--- src/icache_macros.svh ---
`ifndef ICACHE_MACROS_SVH
`define ICACHE_MACROS_SVH

////////////////////
// Cache geometry
////////////////////

`define ICACHE_WAYS         4
`define ICACHE_SETS         64
`define ICACHE_LINE_BYTES   16

////////////////////
// Field widths
////////////////////

`define ICACHE_ADDR_W       32
`define ICACHE_TAG_W        22
`define ICACHE_INST_W       32

// Set index is addr[9:4], tag is addr[31:10]
`define ICACHE_SET_LSB      4
`define ICACHE_TAG_LSB      10

`endif
--- src/iCachePkg.sv ---
`include "icache_macros.svh"

package iCachePkg;

    typedef logic [`ICACHE_ADDR_W-1:0]          AddrT;
    typedef logic [`ICACHE_TAG_W-1:0]           TagT;
    typedef logic [$clog2(`ICACHE_SETS)-1:0]    SetIdxT;
    typedef logic [$clog2(`ICACHE_WAYS)-1:0]    WayIdxT;
    typedef logic [`ICACHE_INST_W-1:0]          InstT;

    // Word k of a line sits in element k, word 0 at the low end
    typedef InstT [`ICACHE_LINE_BYTES*8/`ICACHE_INST_W-1:0] LineT;

    // Bit 2 picks the half, bit 0 the lower pair, bit 1 the upper pair
    typedef logic [2:0] PlruT;

    typedef enum logic [1:0] {
        Lookup,
        Request,
        Wait
    } FetchStateT;

    function automatic TagT addrTag(input AddrT addr);
        return addr[`ICACHE_ADDR_W-1:`ICACHE_TAG_LSB];
    endfunction

    function automatic SetIdxT addrSet(input AddrT addr);
        return addr[`ICACHE_TAG_LSB-1:`ICACHE_SET_LSB];
    endfunction

    function automatic AddrT lineBase(input AddrT addr);
        return addr & ~AddrT'(`ICACHE_LINE_BYTES - 1);
    endfunction

endpackage

--- src/plruTracker.sv ---
`timescale 1ns/1ps

`include "icache_macros.svh"

module plruTracker
    import iCachePkg::*;
(
    input  logic                    clk,
    input  logic                    rst,
    input  SetIdxT                  set,
    input  logic                    touchEn,
    input  WayIdxT                  touchWay,
    input  logic [`ICACHE_WAYS-1:0] wayValid,
    output WayIdxT                  victim
);

    PlruT plru [`ICACHE_SETS];
    PlruT cur;
    PlruT touched;

    assign cur = plru[set];

    // Point the tree away from the touched way
    always_comb begin
        touched = cur;
        case (touchWay)
            2'd0: begin
                touched[2] = 1'b1;
                touched[0] = 1'b1;
            end
            2'd1: begin
                touched[2] = 1'b1;
                touched[0] = 1'b0;
            end
            2'd2: begin
                touched[2] = 1'b0;
                touched[1] = 1'b1;
            end
            default: begin
                touched[2] = 1'b0;
                touched[1] = 1'b0;
            end
        endcase
    end

    always_ff @(posedge clk) begin
        if (rst) begin
            for (int s = 0; s < `ICACHE_SETS; s++) begin
                plru[s] <= '0;
            end
        end else if (touchEn) begin
            plru[set] <= touched;
        end
    end

    // Empty ways first, then follow the tree
    always_comb begin
        if (!wayValid[0]) begin
            victim = 2'd0;
        end else if (!wayValid[1]) begin
            victim = 2'd1;
        end else if (!wayValid[2]) begin
            victim = 2'd2;
        end else if (!wayValid[3]) begin
            victim = 2'd3;
        end else if (cur[2]) begin
            victim = cur[1] ? 2'd3 : 2'd2;
        end else begin
            victim = cur[0] ? 2'd1 : 2'd0;
        end
    end

    victimKnown: assert property (@(posedge clk) disable iff (rst) !$isunknown(victim))
        else $error("victim way is unknown");

endmodule

--- config.mk ---
export PLATFORM = sky130hd
export DESIGN_NAME = plruTracker
export DESIGN_NICKNAME = d
export VERILOG_FILES = /design/src/iCachePkg.sv /design/src/plruTracker.sv
export VERILOG_INCLUDE_DIRS = /design/src /design/src/src
export SDC_FILE = /design/constraint.sdc
export NUM_CORES = 1
export LEC_CHECK = 0
export ABC_AREA = 1
export ABC_CLOCK_PERIOD_IN_PS = 2170
export BUFFER_PORTS_ARGS = -buffer_cell sky130_fd_sc_hd__buf_2
export CAP_MARGIN = 40
export CORE_MARGIN = 4
export CORE_UTILIZATION = 30
export CTS_BUF_LIST = sky130_fd_sc_hd__clkbuf_4 sky130_fd_sc_hd__clkbuf_8
export DETAILED_ROUTE_END_ITERATION = 12
export SLEW_MARGIN = 20
export SYNTH_ARGS = -nofsm -noshare
export SYNTH_HDL_FRONTEND = slang
export SYNTH_SLANG_ARGS = --single-unit
--- constraint.sdc ---
create_clock -name clk -period 2.17 [get_ports clk]
set_input_delay 0.217 -clock clk [delete_from_list [all_inputs] [get_ports clk]]
set_output_delay 0.217 -clock clk [all_outputs]
set_load 0.01 [all_outputs]
## After elaboration in Yosys (flattened, before gate mapping)

Memories as Yosys holds them, arrays and structs flattened.
Cells that the tools add are included.

| cells by class | value |
|---|---|
| eq/ne operators | 2 |
| mux-type cells | 18 |
| reduce and logical (&&, ||, !) cells | 3 |

Operator list:

| operator | number |
|---|---|
| $mux 2 | 5 |
| $mux 1 | 9 |
| $mux 6 | 1 |
| $pmux 1 s2 | 2 |
| $mux 3 | 1 |
| $reduce_or 3->1 | 1 |
| $eq 2x1->1 const B | 1 |
| $eq 2x2->1 const B | 1 |
| $logic_not 2->1 | 1 |
| $reduce_or 2->1 | 1 |

| storage, ports and cells | value |
|---|---|
| register bits | 0 |
| bits in writable memories | 192 |
| input port bits | 15 |
| output and inout bits | 2 |
| logic and storage cells | 24 |
| memories | 1 |

Memories:

| name | words | bits a word | rd ports | clocked after Yosys merged registers in | write ports | RTL line | RTL |
|---|---|---|---|---|---|---|---|
| plru | 64 | 3 | 1 | 0 | 64 | plruTracker.sv:17 | `` PlruT plru [`ICACHE_SETS]; `` |

## Depth between registers and ports, before layout

An unclocked memory read counts as a cell.

| depth | value |
|---|---|
| depth after elaboration | 7 |
| mapped depth | 18 |
| gate-level depth less buffers | 15 |

## Worst setup path after synthesis

No wires, ideal clock.

| path | value |
|---|---|
| path kind | input port to output port |
| start point | in set[0] |
| end point | out victim[0] |
| data arrival time | 1.772 ns |
| required time | 1.953 ns |
| slack | 0.181 ns |
| stages | 15 |
| path buffers | 3 |
| path through | buf_4 -> buf_2 -> buf_2 -> or2_2 -> nand3_1 -> nand2_1 -> nor2_1 -> nor2_1 -> nor2_1 -> nand2_1 -> nor2_1 -> nand2_1 -> nand3_1 -> nand2_1 -> a21oi_1 |

| on the way | value |
|---|---|
| longest elaborated chain between the ends | 7 |
| elaborated cells on any way between the ends | 8 |
| those cells by class | mux (7); memory (1) |

RTL lines:

| what | RTL line | RTL |
|---|---|---|
| start, declared | plruTracker.sv:10 | `input SetIdxT set,` |
| $mem_v2 64x3 (*) | -- |  |
| $mux 1 (on tied branches) | plruTracker.sv:69, plruTracker.sv:67 |  |
| $mux 2 (*) | plruTracker.sv:66 | `end else if (cur[2]) begin` |
| $mux 2 (*) | plruTracker.sv:64 | `end else if (!wayValid[3]) begin` |
| $mux 2 (*) | plruTracker.sv:62 | `end else if (!wayValid[2]) begin` |
| $mux 2 (*) | plruTracker.sv:60 | `end else if (!wayValid[1]) begin` |
| $mux 2 (*) | plruTracker.sv:58 | `if (!wayValid[0]) begin` |
| end, declared | plruTracker.sv:14 | `output WayIdxT victim` |

Every way passes the cells marked *; elsewhere a longest branch is shown, timed or not.

## Final worst setup path

| path | value |
|---|---|
| start point | mem plru[39][0] in the netlist's numbering |
| end point | out victim[0] |

| on the way | value |
|---|---|
| longest elaborated chain between the ends | 7 |

RTL lines:

| what | RTL line | RTL |
|---|---|---|
| start, declared | plruTracker.sv:17 |  |
| $mem_v2 64x3 | -- |  |
| $mux 1 | plruTracker.sv:69 | `victim = cur[0] ? 2'd1 : 2'd0;` |
| $mux 2 | plruTracker.sv:66 |  |
| $mux 2 | plruTracker.sv:64 |  |
| $mux 2 | plruTracker.sv:62 |  |
| $mux 2 | plruTracker.sv:60 |  |
| $mux 2 | plruTracker.sv:58 |  |

Every way passes these cells.

==> summary.txt <==
status: complete, but fails checks
failing checks: negative setup slack
post-synth top area cell: edfxtp_1
top cells by area, synth: edfxtp_1, nand2_1, nor2_1
die area: 0.03612 sq mm
YS warnings: 0
clk sinks: 192
antenna-violating nets left: 0
syn avg cell area: 8.343 sq um
Final Cycle Share: 108.4%
post-synthesis sequential area ratio: 57.98%
critical path type: flip-flop to output pin
die height: 190.1 um
DR DRC count: 0
synthesized cell area: 0.009945 sq mm
first-pass GRT wire length: 39070 um
post-route cell area: 0.01139 sq mm
Pwr Density: 662.3 mW/mm^2
Mapped Nets: 1207
critical path endpoint category: output pin
synth unique cells: 25
gpl congestion: 0.8359
Post-Synthesis Cells: 1192
Peak VDD IR: 0.0003655 V
starting density of the core: 30.49%
Regs by FF count: plru: 192 flops
Core Rows: 66
Setup crit start kind: flip-flop
worst-path cell with the longest stage delay: edfxtp_1
post-layout util: 34.93%
final-report hold violation count: 0
max reg flops: 192
I/O pin count: 17
slowest stage delay, CP: 0.38 ns
Pleak: 0.005010 uW
post-route setup TNS: -0.2980 ns
routed length per instance: 14.62 um
placed inst area: 0.01087 sq mm
worst setup margin: -0.1825 ns
Slew headroom: 43.90%
CP Data Arrival Time: 2.14 ns
RSZ-0062 raised after global routing: true
number of global-route vias before repair: 7436
FMAX: 425.1 MHz
worst-margin pin slew: 0.8415 ns
Final Power: 7546 uW
clk_lat worst skew: 0.47 ns
TritonCTS clock tree: done
Buf+Inv Stages, Crit Path: 1
root buffer cell: clkbuf_8
post-synth top area share: 57.98%
die extent in x: 190.1 um
largest net degree at the start of global routing: 65
Clock transition at path regs: 0.10 ns
Final Setup Violations: 2
router iterations before antenna repair: 5
drt total wl: 24640 um
MaxCap Viol Count: 0
nets: 1245
worst-path fanout max: 2
port bufs: 16
DR iter-0 viols: 611
cts hold-fix bufs: 0
Placed Cells: 1653
Final min period: 2.353 ns
Synth-to-Final Area Change: 14.57%
final std cells w/o fill: 1685
cts bufs inserted: 17
Overflow after GRT: 0
H-tree depth: 4
clk_skew: 0.01574 ns
area of the core: 0.03262 sq mm
worst hold path type: primary input to flip-flop
WP data required: 1.95 ns
fraction of layout cells with a size suffix above 1: 13.85%
DR vias/cell: 4.573
Final Max Slew Viols: 0
Total GRT Usage: 13.95%
cell family with most CP delay: simple AND/OR/NAND/NOR gates
HPWL Detailed: 17020 um
clock buffer depth: 2
Top reg by flops: plru
initial antenna violation count: 1
FF+latch count, synth: 192
crit path cell chain: or2_1, nand2_1, nand2_1, o21ai_1, nand2_1, nor2_1, nand2_2, nand2_2, nand3_2, nand2_2, a21oi_2, buf_2
via count: 7706
==> final timing paths <==
kind               start           to  slack, ns  cells past startpoint
max          plru[39][0]    victim[0]      -0.18                     12
min          touchWay[1]  plru[45][2]       0.29                      2
max reg2reg  plru[39][0]  plru[14][0]       0.13                     10
min reg2reg  plru[39][1]  plru[59][1]       1.22                      9
==> power breakdown <==
part / leakage, uW / switching [uW] / internal [uW]
Clock: 0.000190 / 1300 / 1070
Sequential: 0.00193 / 38.9 / 4210
Combinational: 0.00289 / 633 / 294
==> Yosys cell counts <==
master	count
nand3_1	77
o21ai_0	9
o211ai_1	2
buf_4	17
o21ai_1	13
or2_1	8
clkbuf_1	30
buf_2	11
inv_4	1
nor3_1	11
nor4_4	3
nand4_1	2
inv_1	147
edfxtp_1	192
inv_2	1
nand3b_1	4
a21oi_1	1
nor4_2	1
buf_1	2
buf_6	8
nor2_1	241
nand2_1	404
or2_2	5
o21ai_4	1
a21oi_4	1
==> per-stage QoR <==
step | worst slack (ns) | hold slack, ns
3_5_place_dp | -0.2234 | 0.7012
4_1_cts | -0.2372 | 0.2408
6_report | -0.1825 | 0.2884
5_1_grt | -0.2991 | 0.2646
3_3_place_gp | -0.2053 | 0.6975
2_1_floorplan | 0.1806 | 0.5155
==> routing by layer <==
layer | wire [um] | GRT usage (%) | vias up | part of all wire [%]
li1 | - | - | 3803 | -
met3 | 1513 | 2.092 | 33 | 6.1
met2 | 12050 | 23.72 | 224 | 49
met4 | 561 | 5.203 | 0 | 2.3
met5 | 0 | 0 | - | 0
met1 | 10520 | 18.08 | 3646 | 43
==> cell type report <==
cell class                      instances  area (sq um)
Timing Repair Buffer                   87         765.7
Clock buffer                           20         256.5
Fill cell                            3366         21230
Tap cell                              442         553.0
Multi-Input combinational cell        783          3356
Sequential cell                       192          5766
Antenna cell                            1         2.502
Inverter                              149         561.8
Clock inverter                         11         132.6
==> logic make-up (layout without fill, tap and decap cells) <==
logic type             after synthesis  count (layout)  synth area share [%]
and+or+nand+nor                    756             756                 30.79
DFF                                192             192                 57.98
other                                0               1                     0
buffers and inverters              217             267                 9.600
AOI/OAI and AO/OA                   27              27                 1.636
==> what timing repair did <==
item	4_1_cts	5_1_grt
endpoints found under the setup margin	2	10
pin swaps	13	19
gates resized for setup	17	28
setup buffers	0	0
==> placed cells by master (no fill, tap or decap), types with 12 or more instances in the layout <==
master    synthesis  routed
buf_12            0      12
buf_2            11      15
buf_4            17      60
clkbuf_8          0      17
edfxtp_1        192     192
inv_1           147     145
nand2_1         404     388
nand2_2           0      16
nand3_1          77      69
nor2_1          241     232
Power figures use the tool's default switching activity.
