<file path="src/icache_macros.svh">
`ifndef ICACHE_MACROS_SVH
`define ICACHE_MACROS_SVH

////////////////////
// Cache geometry
////////////////////

`define ICACHE_WAYS         4
`define ICACHE_SETS         64
`define ICACHE_LINE_BYTES   16

////////////////////
// Field widths
////////////////////

`define ICACHE_ADDR_W       32
`define ICACHE_TAG_W        22
`define ICACHE_INST_W       32

// Set index is addr[9:4], tag is addr[31:10]
`define ICACHE_SET_LSB      4
`define ICACHE_TAG_LSB      10

`endif
</file>
<file path="src/iCachePkg.sv">
`include "icache_macros.svh"

package iCachePkg;

    typedef logic [`ICACHE_ADDR_W-1:0]          AddrT;
    typedef logic [`ICACHE_TAG_W-1:0]           TagT;
    typedef logic [$clog2(`ICACHE_SETS)-1:0]    SetIdxT;
    typedef logic [$clog2(`ICACHE_WAYS)-1:0]    WayIdxT;
    typedef logic [`ICACHE_INST_W-1:0]          InstT;

    // Word k of a line sits in element k, word 0 at the low end
    typedef InstT [`ICACHE_LINE_BYTES*8/`ICACHE_INST_W-1:0] LineT;

    // Bit 2 picks the half, bit 0 the lower pair, bit 1 the upper pair
    typedef logic [2:0] PlruT;

    typedef enum logic [1:0] {
        Lookup,
        Request,
        Wait
    } FetchStateT;

    function automatic TagT addrTag(input AddrT addr);
        return addr[`ICACHE_ADDR_W-1:`ICACHE_TAG_LSB];
    endfunction

    function automatic SetIdxT addrSet(input AddrT addr);
        return addr[`ICACHE_TAG_LSB-1:`ICACHE_SET_LSB];
    endfunction

    function automatic AddrT lineBase(input AddrT addr);
        return addr & ~AddrT'(`ICACHE_LINE_BYTES - 1);
    endfunction

endpackage

</file>
<file path="src/fetchControl.sv">
`timescale 1ns/1ps

module fetchControl
    import iCachePkg::*;
(
    input  logic clk,
    input  logic rst,
    input  AddrT pc,
    input  logic anyHit,
    input  logic memReqReady,
    input  logic memRespValid,
    output logic memReqValid,
    output AddrT memReqAddr,
    output logic stall,
    output AddrT lookupPc,
    output logic fillEn
);

    FetchStateT state;
    FetchStateT nextState;
    logic       pending;
    logic       miss;
    logic       accept;

    ////////////////////
    // Outputs
    ////////////////////

    // Only a lookup with a pc behind it can miss
    assign miss        = (state == Lookup) && pending && !anyHit;
    assign memReqValid = miss || (state == Request);
    assign memReqAddr  = lineBase(lookupPc);
    assign fillEn      = (state == Wait) && memRespValid;
    assign stall       = memReqValid || ((state == Wait) && !memRespValid);
    assign accept      = (state == Lookup) && !stall;

    ////////////////////
    // Next state
    ////////////////////

    always_comb begin
        nextState = state;
        case (state)
            Lookup: begin
                if (miss) begin
                    nextState = memReqReady ? Wait : Request;
                end
            end
            Request: begin
                if (memReqReady) begin
                    nextState = Wait;
                end
            end
            Wait: begin
                if (memRespValid) begin
                    nextState = Lookup;
                end
            end
            default: begin
                nextState = Lookup;
            end
        endcase
    end

    always_ff @(posedge clk) begin
        if (rst) begin
            state    <= Lookup;
            pending  <= 1'b0;
            lookupPc <= '0;
        end else begin
            state   <= nextState;
            pending <= accept;
            if (accept) begin
                lookupPc <= pc;
            end
        end
    end

    ////////////////////
    // Checks
    ////////////////////

    reqHeld: assert property (@(posedge clk) disable iff (rst)
        memReqValid && !memReqReady |=> memReqValid && $stable(memReqAddr))
        else $error("memory request dropped or changed under back-pressure");

    respInWait: assert property (@(posedge clk) disable iff (rst)
        memRespValid |-> state == Wait)
        else $error("memory response without an outstanding request");

endmodule

</file>
<file path="config.mk">
export PLATFORM = sky130hd
export DESIGN_NAME = fetchControl
export DESIGN_NICKNAME = d
export VERILOG_FILES = /design/src/iCachePkg.sv /design/src/fetchControl.sv
export VERILOG_INCLUDE_DIRS = /design/src /design/src/src
export SDC_FILE = /design/constraint.sdc
export NUM_CORES = 1
export LEC_CHECK = 0
export BUFFER_PORTS_ARGS = -buffer_cell sky130_fd_sc_hd__buf_2
export CORE_UTILIZATION = 30
export DETAILED_ROUTE_END_ITERATION = 7
export SLEW_MARGIN = 20
export SYNTH_ARGS = -nofsm -noshare
export SYNTH_HDL_FRONTEND = slang
export SYNTH_SLANG_ARGS = --single-unit
</file>
<file path="constraint.sdc">
create_clock -name clk -period 1.3 [get_ports clk]
set_input_delay 0.39 -clock clk [delete_from_list [all_inputs] [get_ports clk]]
set_output_delay 0.39 -clock clk [all_outputs]
set_load 0.005 [all_outputs]
</file>
* Yosys cells after proc, flatten, opt, wreduce, memory -nomap -nowiden
Cells that the tools add are included.
** Operators by class
- Reductions and logical operators :: 12
- Muxes and demuxes :: 5
- Equal/unequal tests :: 5
** Operators by type and width (count)
- $mux 2 :: 4
- $ne 2x2->1 const B :: 3
- $pmux 2 s3 :: 1
- $logic_and 1x1->1 :: 5
- $logic_not 1->1 :: 3
- $reduce_and 3->1 :: 1
- $eq 2x1->1 const B :: 1
- $eq 2x2->1 const B :: 1
- $logic_not 2->1 :: 1
- $logic_or 1x1->1 :: 2
** Storage, ports and cells
- Word-level logic and storage cells :: 25
- Input port bits :: 37
- Bits in registers :: 35
- Output and inout port bits :: 67

* Logic depth before layout (Yosys ltp)
Gate-level depths: netlist of the first run.
- Word-level depth :: 7
- Mapped depth :: 4
- Depth with buffers taken out :: 3

* Worst setup path before layout of the first run
OpenSTA, ideal clock, no wires.
- Kind :: reg-to-output
- Start :: register state[1]
- End :: output stall
- Required time :: 910 ps
- Slack :: 55 ps
- Data arrival time :: 855 ps
- Path buffers :: 0
- Stages on the path, launching flop included :: 3
- Path through :: dfxtp_1 > or3b_1 > nand2_1
** On the way
- Cells in the longest elaborated chain, start to end :: 5
- Elaborated cells between the ends (all ways) :: 8
- Those cells by class :: eq/ne (2); reduce/logical (6)
** RTL lines
- from (decl) :: RTL line fetchControl.sv:19 : FetchStateT state;
- from (signal assigned) :: RTL line fetchControl.sv:67 : state <= Lookup;
- from (signal assigned) :: RTL line fetchControl.sv:71 : state <= nextState;
- $logic_not 2->1 :: RTL line fetchControl.sv:30 : assign miss = (state == Lookup) && pending && !anyHit;
- $logic_and 1x1->1 (2 in a row) :: RTL line fetchControl.sv:30
- $logic_or 1x1->1 :: RTL line fetchControl.sv:31 : assign memReqValid = miss || (state == Request);
- $logic_or 1x1->1 (*) :: RTL line fetchControl.sv:34 : assign stall = memReqValid || ((state == Wait) && !memRespValid);
- to (decl) :: RTL line fetchControl.sv:14 : output logic stall,
Every way passes the cells marked *; elsewhere a longest branch is shown, timed or not.

* Worst setup path after layout of the first run
- Start :: register state[0]
- End :: output stall
The elaborated chain is that of the path after synthesis.

==> flow_summary_export.csv, run 1 <==
group,metric,value,unit
floorplanning,dieArea,0.00637,sq mm
power_and_ir_drop,seqPwrFrac,48.8,%
yosys,synth_most_common_cell,"nand2b_1",
layout,fin_area,0.00229,sq mm
power_and_ir_drop,clkPwrFrac,28.3,%
drt,drt_iter0_markers,44,
placement,placed_cell_area,0.00219,sq mm
power_and_ir_drop,power_density,1100,mW/mm^2
grt,grt_usage,11.3,%
sta,post-route-min-period,1530,ps
critical_path,cp-end-kind,"primary output",
critical_path,critPathKind,"reg2out",
layout,antennaDiodeCount,0,
run,drv_cap,0,
run_status,status,"finished, violations left",
yosys,synth_top_area_share,38.6,%
grt,grt_pass1_vias,1225,
grt,grt_pass1_wl,5.52,mm
yosys,synth_seq_area_share,38.6,%
floorplanning,rows,27,
critical_path,cp_max_fo,3,
power_and_ir_drop,ir_drop,339,uV
clocking,clk_latency,280,ps
grt,overflow,0,
layout,drive_above_1_share,45.3,%
grt,grt_antenna_before_repair,0,
critical_path,crit_path_start_kind,"flip-flop",
clocking,numCtsBuffers,5,
layout,layout.cells.non_filler,330,
placement,dp.cells,324,
drt,drc,0,
clocking,clk_pin_slew,70,ps
grt,grt_max_degree,68,
yosys,synth_area_leaders,"dfxtp_1, nand2b_1, mux2i_1",
critical_path,rr_startpoint,"state[0]",
layout,postLayoutCoreUtil,40.4,%
yosys,synth-seq-cells,35,
worst_hold_path,min-delay-path-class,"in2reg",
clocking,root_buffer,"clkbuf_8",
yosys,async_flop_share,0,%
floorplanning,io_pins,104,
sta,finalHoldViolCount,0,
sta,fmax,655,MHz
yosys,syn-cell-area,0.00182,sq mm
layout,nNetsFinal,296,
clocking,cts_tree,"done",
drt,drtAntennaViolNets,0,
yosys,synthCells,186,
yosys,ys.flop_type,"dfxtp_1",
placement,portBuffers,99,
drt,drt-vias-per-instance,4.09,
sta,rsz0062_at_grt,"true",
yosys,syn_avg_cell_area,9.77,sq um
power_and_ir_drop,total_power,0.00253,W
layout,areaGrowthSynthToFinish,26.2,%
power_and_ir_drop,combPwrFrac,22.9,%
yosys,synth_top_cells_by_count,"nand2b_1, dfxtp_1, buf_4, mux2i_1, clkbuf_1",
power_and_ir_drop,internal_power,0.00186,W
sta,drv_slew,0,
drt,dr.pass1.iters,4,
power_and_ir_drop,p_leak,1.26,nW
critical_path,worstPathRequired,910,ps
clocking,cts-htree-levels,2,
yosys,ys_warn_count,0,
floorplanning,die_height,79.8,microns
clocking,cts.sinks,35,
sta,fin_ws,-227,ps
yosys,synth_edf_count,0,
power_and_ir_drop,power_switching,0.000663,W
clocking,clockBufferDepth,2,
sta,finClkSkew,5.31,ps
drt,routed_wl,3.45,mm
floorplanning,start_util,32.0,%
critical_path,crit_start,"state[0]",
drt,avgRoutedWirePerCell,10.4,microns
sta,fin_crit_sh,117,%
yosys,synth_largest_area_cell,"dfxtp_1",
floorplanning,coreArea,0.00568,sq mm
sta,setup_viol,3,
yosys,synth_cell_types,20,
floorplanning,die_w,79.8,microns
power_and_ir_drop,p_sw_share,26.2,%
drt,vias,1351,
run_status,failed_checks,"negative setup slack",
placement,finalWeightedCongestion,0.722,
worst_hold_path,worstHoldStart,"memReqReady",
placement,dpl.hpwl,2.40,mm
critical_path,arrival,1140,ps
-- per-layer routing --
layer | vias up | GRT usage, % | wire length [microns]
met3 | 7 | 4.11 | 281
met5 | - | 0 | 0
li1 | 697 | - | -
met4 | 0 | 4.29 | 51
met2 | 68 | 18.5 | 1500
met1 | 579 | 13.3 | 1620
-- layout make-up --
class                   count  area (sq um)
fillers                   587          3380
clock buffers               6          72.6
inverters                   1          3.75
repair buffers            105           584
multi-input cells         111           838
well taps                  72          90.1
flip-flops and latches     35           703
-- power by group through the flow --
stage	registers [W]	clock network (W)	logic, W
6_report	0.00123	0.000714	0.000578
5_1_grt	0.00125	0.000805	0.000643
4_1_cts	0.00123	0.000770	0.000582
3_5_place_dp	0.00126	0	0.000575
3_3_place_gp	0.00125	0	0.000572
2_1_floorplan	0.00127	0	0.000397
-- worst paths after layout --
path | end | slack [ps] | depth (start not counted)
setup / recovery | stall | -230 | 3
hold / removal | state[0] | 270 | 2
setup reg to reg | lookupPc[16] | 80 | 4
hold reg to reg | lookupPc[0] | 480 | 2
-- layout by cell type, fill, tap and decap left out --
| master | count |
|---|---|
| nor3_4 | 1 |
| buf_4 | 3 |
| nand2_2 | 1 |
| nor2b_1 | 1 |
| buf_12 | 3 |
| nand2b_1 | 64 |
| nor4_1 | 1 |
| nor3_1 | 1 |
| dfxtp_1 | 33 |
| o21ai_0 | 1 |
| inv_1 | 1 |
| and3b_1 | 1 |
| clkbuf_1 | 1 |
| dfxtp_2 | 2 |
| clkbuf_8 | 5 |
| a21oi_1 | 1 |
| mux2i_1 | 32 |
| nor2b_4 | 1 |
| o21bai_4 | 1 |
| or3b_4 | 1 |
| buf_2 | 98 |
| conb_1 | 4 |
| buf_6 | 1 |
-- flip-flops by register name, summed over array words and instances (netlist names) --
register and flops:
lookupPc 32, state 2, pending 1
-- critical path, cell delays in order, from the launching register on --
cell and delay (ps):
dfxtp_2 330, or3b_4 380, nand2_2 70, buf_6 90
-- stage by stage --
stage | TNS, ps | setup WS, ps | hold slack, ps
after global placement | -164 | -141 | 461
after floorplan | 0 | 55.3 | 465
after detailed placement | -162 | -134 | 467
after global routing | -724 | -291 | 247
after CTS | -595 | -252 | 253
final | -540 | -227 | 267
-- repair_timing --
item,CTS,global route
endpoints found under the setup margin,3,8
hold buffers,0,0
buffers inserted,0,0
pin swaps,2,1
gates resized for setup,5,2
-- kinds of logic (layout without fill, tap and decap cells) --
group | count (synthesis) | after routing | share of synthesized area, %
AOI/OAI and AO/OA | 3 | 3 | 0.964
buffers and inverters | 43 | 112 | 16.8
DFF | 35 | 35 | 38.6
muxes | 32 | 32 | 17.6
other | 1 | 4 | 0.206
and+or+nand+nor | 72 | 72 | 25.8
No activity file was read; power rests on OpenSTA's default activity.
==> run 2: changes to the inputs <==
--- a/config.mk
+++ b/config.mk
@@ -9,6 +9,7 @@
 export BUFFER_PORTS_ARGS = -buffer_cell sky130_fd_sc_hd__buf_2
 export CORE_UTILIZATION = 30
 export DETAILED_ROUTE_END_ITERATION = 7
+export PLACE_DENSITY = 0.55
 export SLEW_MARGIN = 20
 export SYNTH_ARGS = -nofsm -noshare
 export SYNTH_HDL_FRONTEND = slang
==> flow_summary_export.csv, run 2 (synthesis results as in run 1) <==
group,metric,value,unit
drt,drtAntennaViolNets,0,
run,drv_cap,0,
floorplanning,start_util,32.0,%
grt,grt_pass1_wl,5.29,mm
sta,rsz0062_at_grt,"true",
drt,avgRoutedWirePerCell,10.9,microns
clocking,cts.sinks,35,
power_and_ir_drop,power_density,1110,mW/mm^2
layout,nNetsFinal,300,
grt,grt_pass1_vias,1182,
layout,final_common_cell,"buf_2",
layout,top_regs,"lookupPc: 32 flops, state: 2 flops, pending: 1 flops",
floorplanning,io_pins,104,
clocking,numCtsBuffers,5,
drt,dr.pass1.iters,4,
layout,postLayoutCoreUtil,41.2,%
sta,fin_ws,-226,ps
clocking,clk_pin_slew,60,ps
critical_path,rr_startpoint,"state[0]",
layout,areaGrowthSynthToFinish,28.8,%
placement,pre_cts_ws,-119,ps
layout,antennaDiodeCount,0,
sta,drv_slew,0,
layout,largest_reg_flops,32,
grt,overflow,0,
drt,drt-vias-per-instance,4.06,
placement,finalWeightedCongestion,0.777,
critical_path,crit_path_cell_trace,"or3b_4 > nand2_2 > buf_6",
sta,fmax,656,MHz
grt,grt_max_degree,35,
layout,layout_common_cells,"buf_2, nand2b_1, dfxtp_1",
clocking,root_buffer,"clkbuf_8",
critical_path,reg2reg_setup_slack,60,ps
run_status,status,"finished, violations left",
sta,fin_crit_sh,117,%
critical_path,cp-end-kind,"primary output",
critical_path,timing.rr.end,"lookupPc[22]",
critical_path,cpMaxStageDelayCell,"or3b_4",
placement,portBuffers,99,
drt,vias,1365,
sta,finClkSkew,5.28,ps
critical_path,critPathKind,"reg2out",
critical_path,path_delay_family,"simple AND/OR/NAND/NOR gates",
worst_hold_path,min-delay-path-class,"in2reg",
power_and_ir_drop,total_power,0.00260,W
critical_path,cp_max_fo,2,
run_status,failed_checks,"negative setup slack",
clocking,cts_tree,"done",
critical_path,worstPathRequired,910,ps
critical_path,slowest_delay,370,ps
grt,grt_usage,11.1,%
grt,grt_antenna_before_repair,0,
floorplanning,coreArea,0.00568,sq mm
critical_path,crit_end,"stall",
sta,setup_viol,3,
critical_path,r2r_cells,5,
placement,placed_cell_area,0.00219,sq mm
floorplanning,dieArea,0.00637,sq mm
drt,drc,0,
floorplanning,rows,27,
sta,post-route-min-period,1530,ps
layout,fillers,565,
critical_path,crit_start,"state[0]",
critical_path,cp_num_cells,3,
critical_path,path_buf_inv,1,
layout,regMostFlops,"lookupPc",
clocking,cts-htree-levels,2,
clocking,clk_latency,280,ps
power_and_ir_drop,p_leak,1.28,nW
layout,fin_area,0.00234,sq mm
drt,routed_wl,3.67,mm
critical_path,arrival,1140,ps
floorplanning,die_height,79.8,microns
sta,setup-tns-final,-500,ps
placement,dpl.hpwl,2.51,mm
layout,drive_above_1_share,46.2,%
critical_path,crit_path_start_kind,"flip-flop",
power_and_ir_drop,ir_drop,377,uV
clocking,clockBufferDepth,2,
sta,finalHoldViolCount,0,
floorplanning,die_w,79.8,microns
drt,drt_iter0_markers,23,
-- run 2: cell types whose count changed in the layout (fill, tap and decap cells not counted), sizes merged --
cell    change
buf         +3
clkbuf      +2
clkinv      +1
-- run 2: where the power goes --
part	switching [W]	internal [W]	total, W
combinational	0.000256	0.000360	0.000616
sequential	0.0000600	0.00117	0.00123
clock	0.000375	0.000376	0.000751
total	0.000691	0.00191	0.00260
-- run 2: through the flow --
stage          cells  hold slack (ps)
2_1_floorplan    189              465
3_3_place_gp     325              459
3_5_place_dp     325              464
4_1_cts          333              263
5_1_grt          336              260
6_report         336              269
-- run 2: per-layer routing --
metal	vias up	global-route usage, %	wire, microns
met2	57	18.0	1670
met3	7	4.00	254
met5	-	0	0
met1	591	12.4	1660
li1	710	-	-
met4	0	6.43	76
-- run 2: how the worst min path moves through the flow --
stage / start / cells past startpoint / slack [ps] / to
3_5_place_dp: lookupPc[3] / 2 / 460 / lookupPc[3]
6_report: memReqReady / 2 / 270 / state[0]
5_1_grt: memReqReady / 2 / 260 / state[0]
2_1_floorplan: lookupPc[0] / 2 / 470 / lookupPc[0]
3_3_place_gp: lookupPc[1] / 2 / 460 / lookupPc[1]
4_1_cts: memReqReady / 2 / 260 / state[0]
-- run 2: layout make-up --
class	instances	area (sq um)	share of cell area (%)
clock buffer	7	76.3	3.26
inverter	1	3.75	0.160
tap	72	90.1	3.85
timing repair buffer	109	623	26.6
sequential	35	703	30.1
multi-input combinational	111	838	35.8
clock inverter	1	5.00	0.214
-- run 2: worst reg2reg max path: stages, from the launching register on --
cell	delay (ps)
dfxtp_2	330
buf_6	130
nor3_4	190
buf_4	170
buf_12	150
mux2i_1	220
-- run 2: repair_timing --
item | CTS | global route
setup buffers | 0 | 2
cloned | 0 | 1
hold buffers | 0 | 0
resized for setup | 3 | 5
pin swaps | 2 | 1
endpoints found under the setup margin | 3 | 18
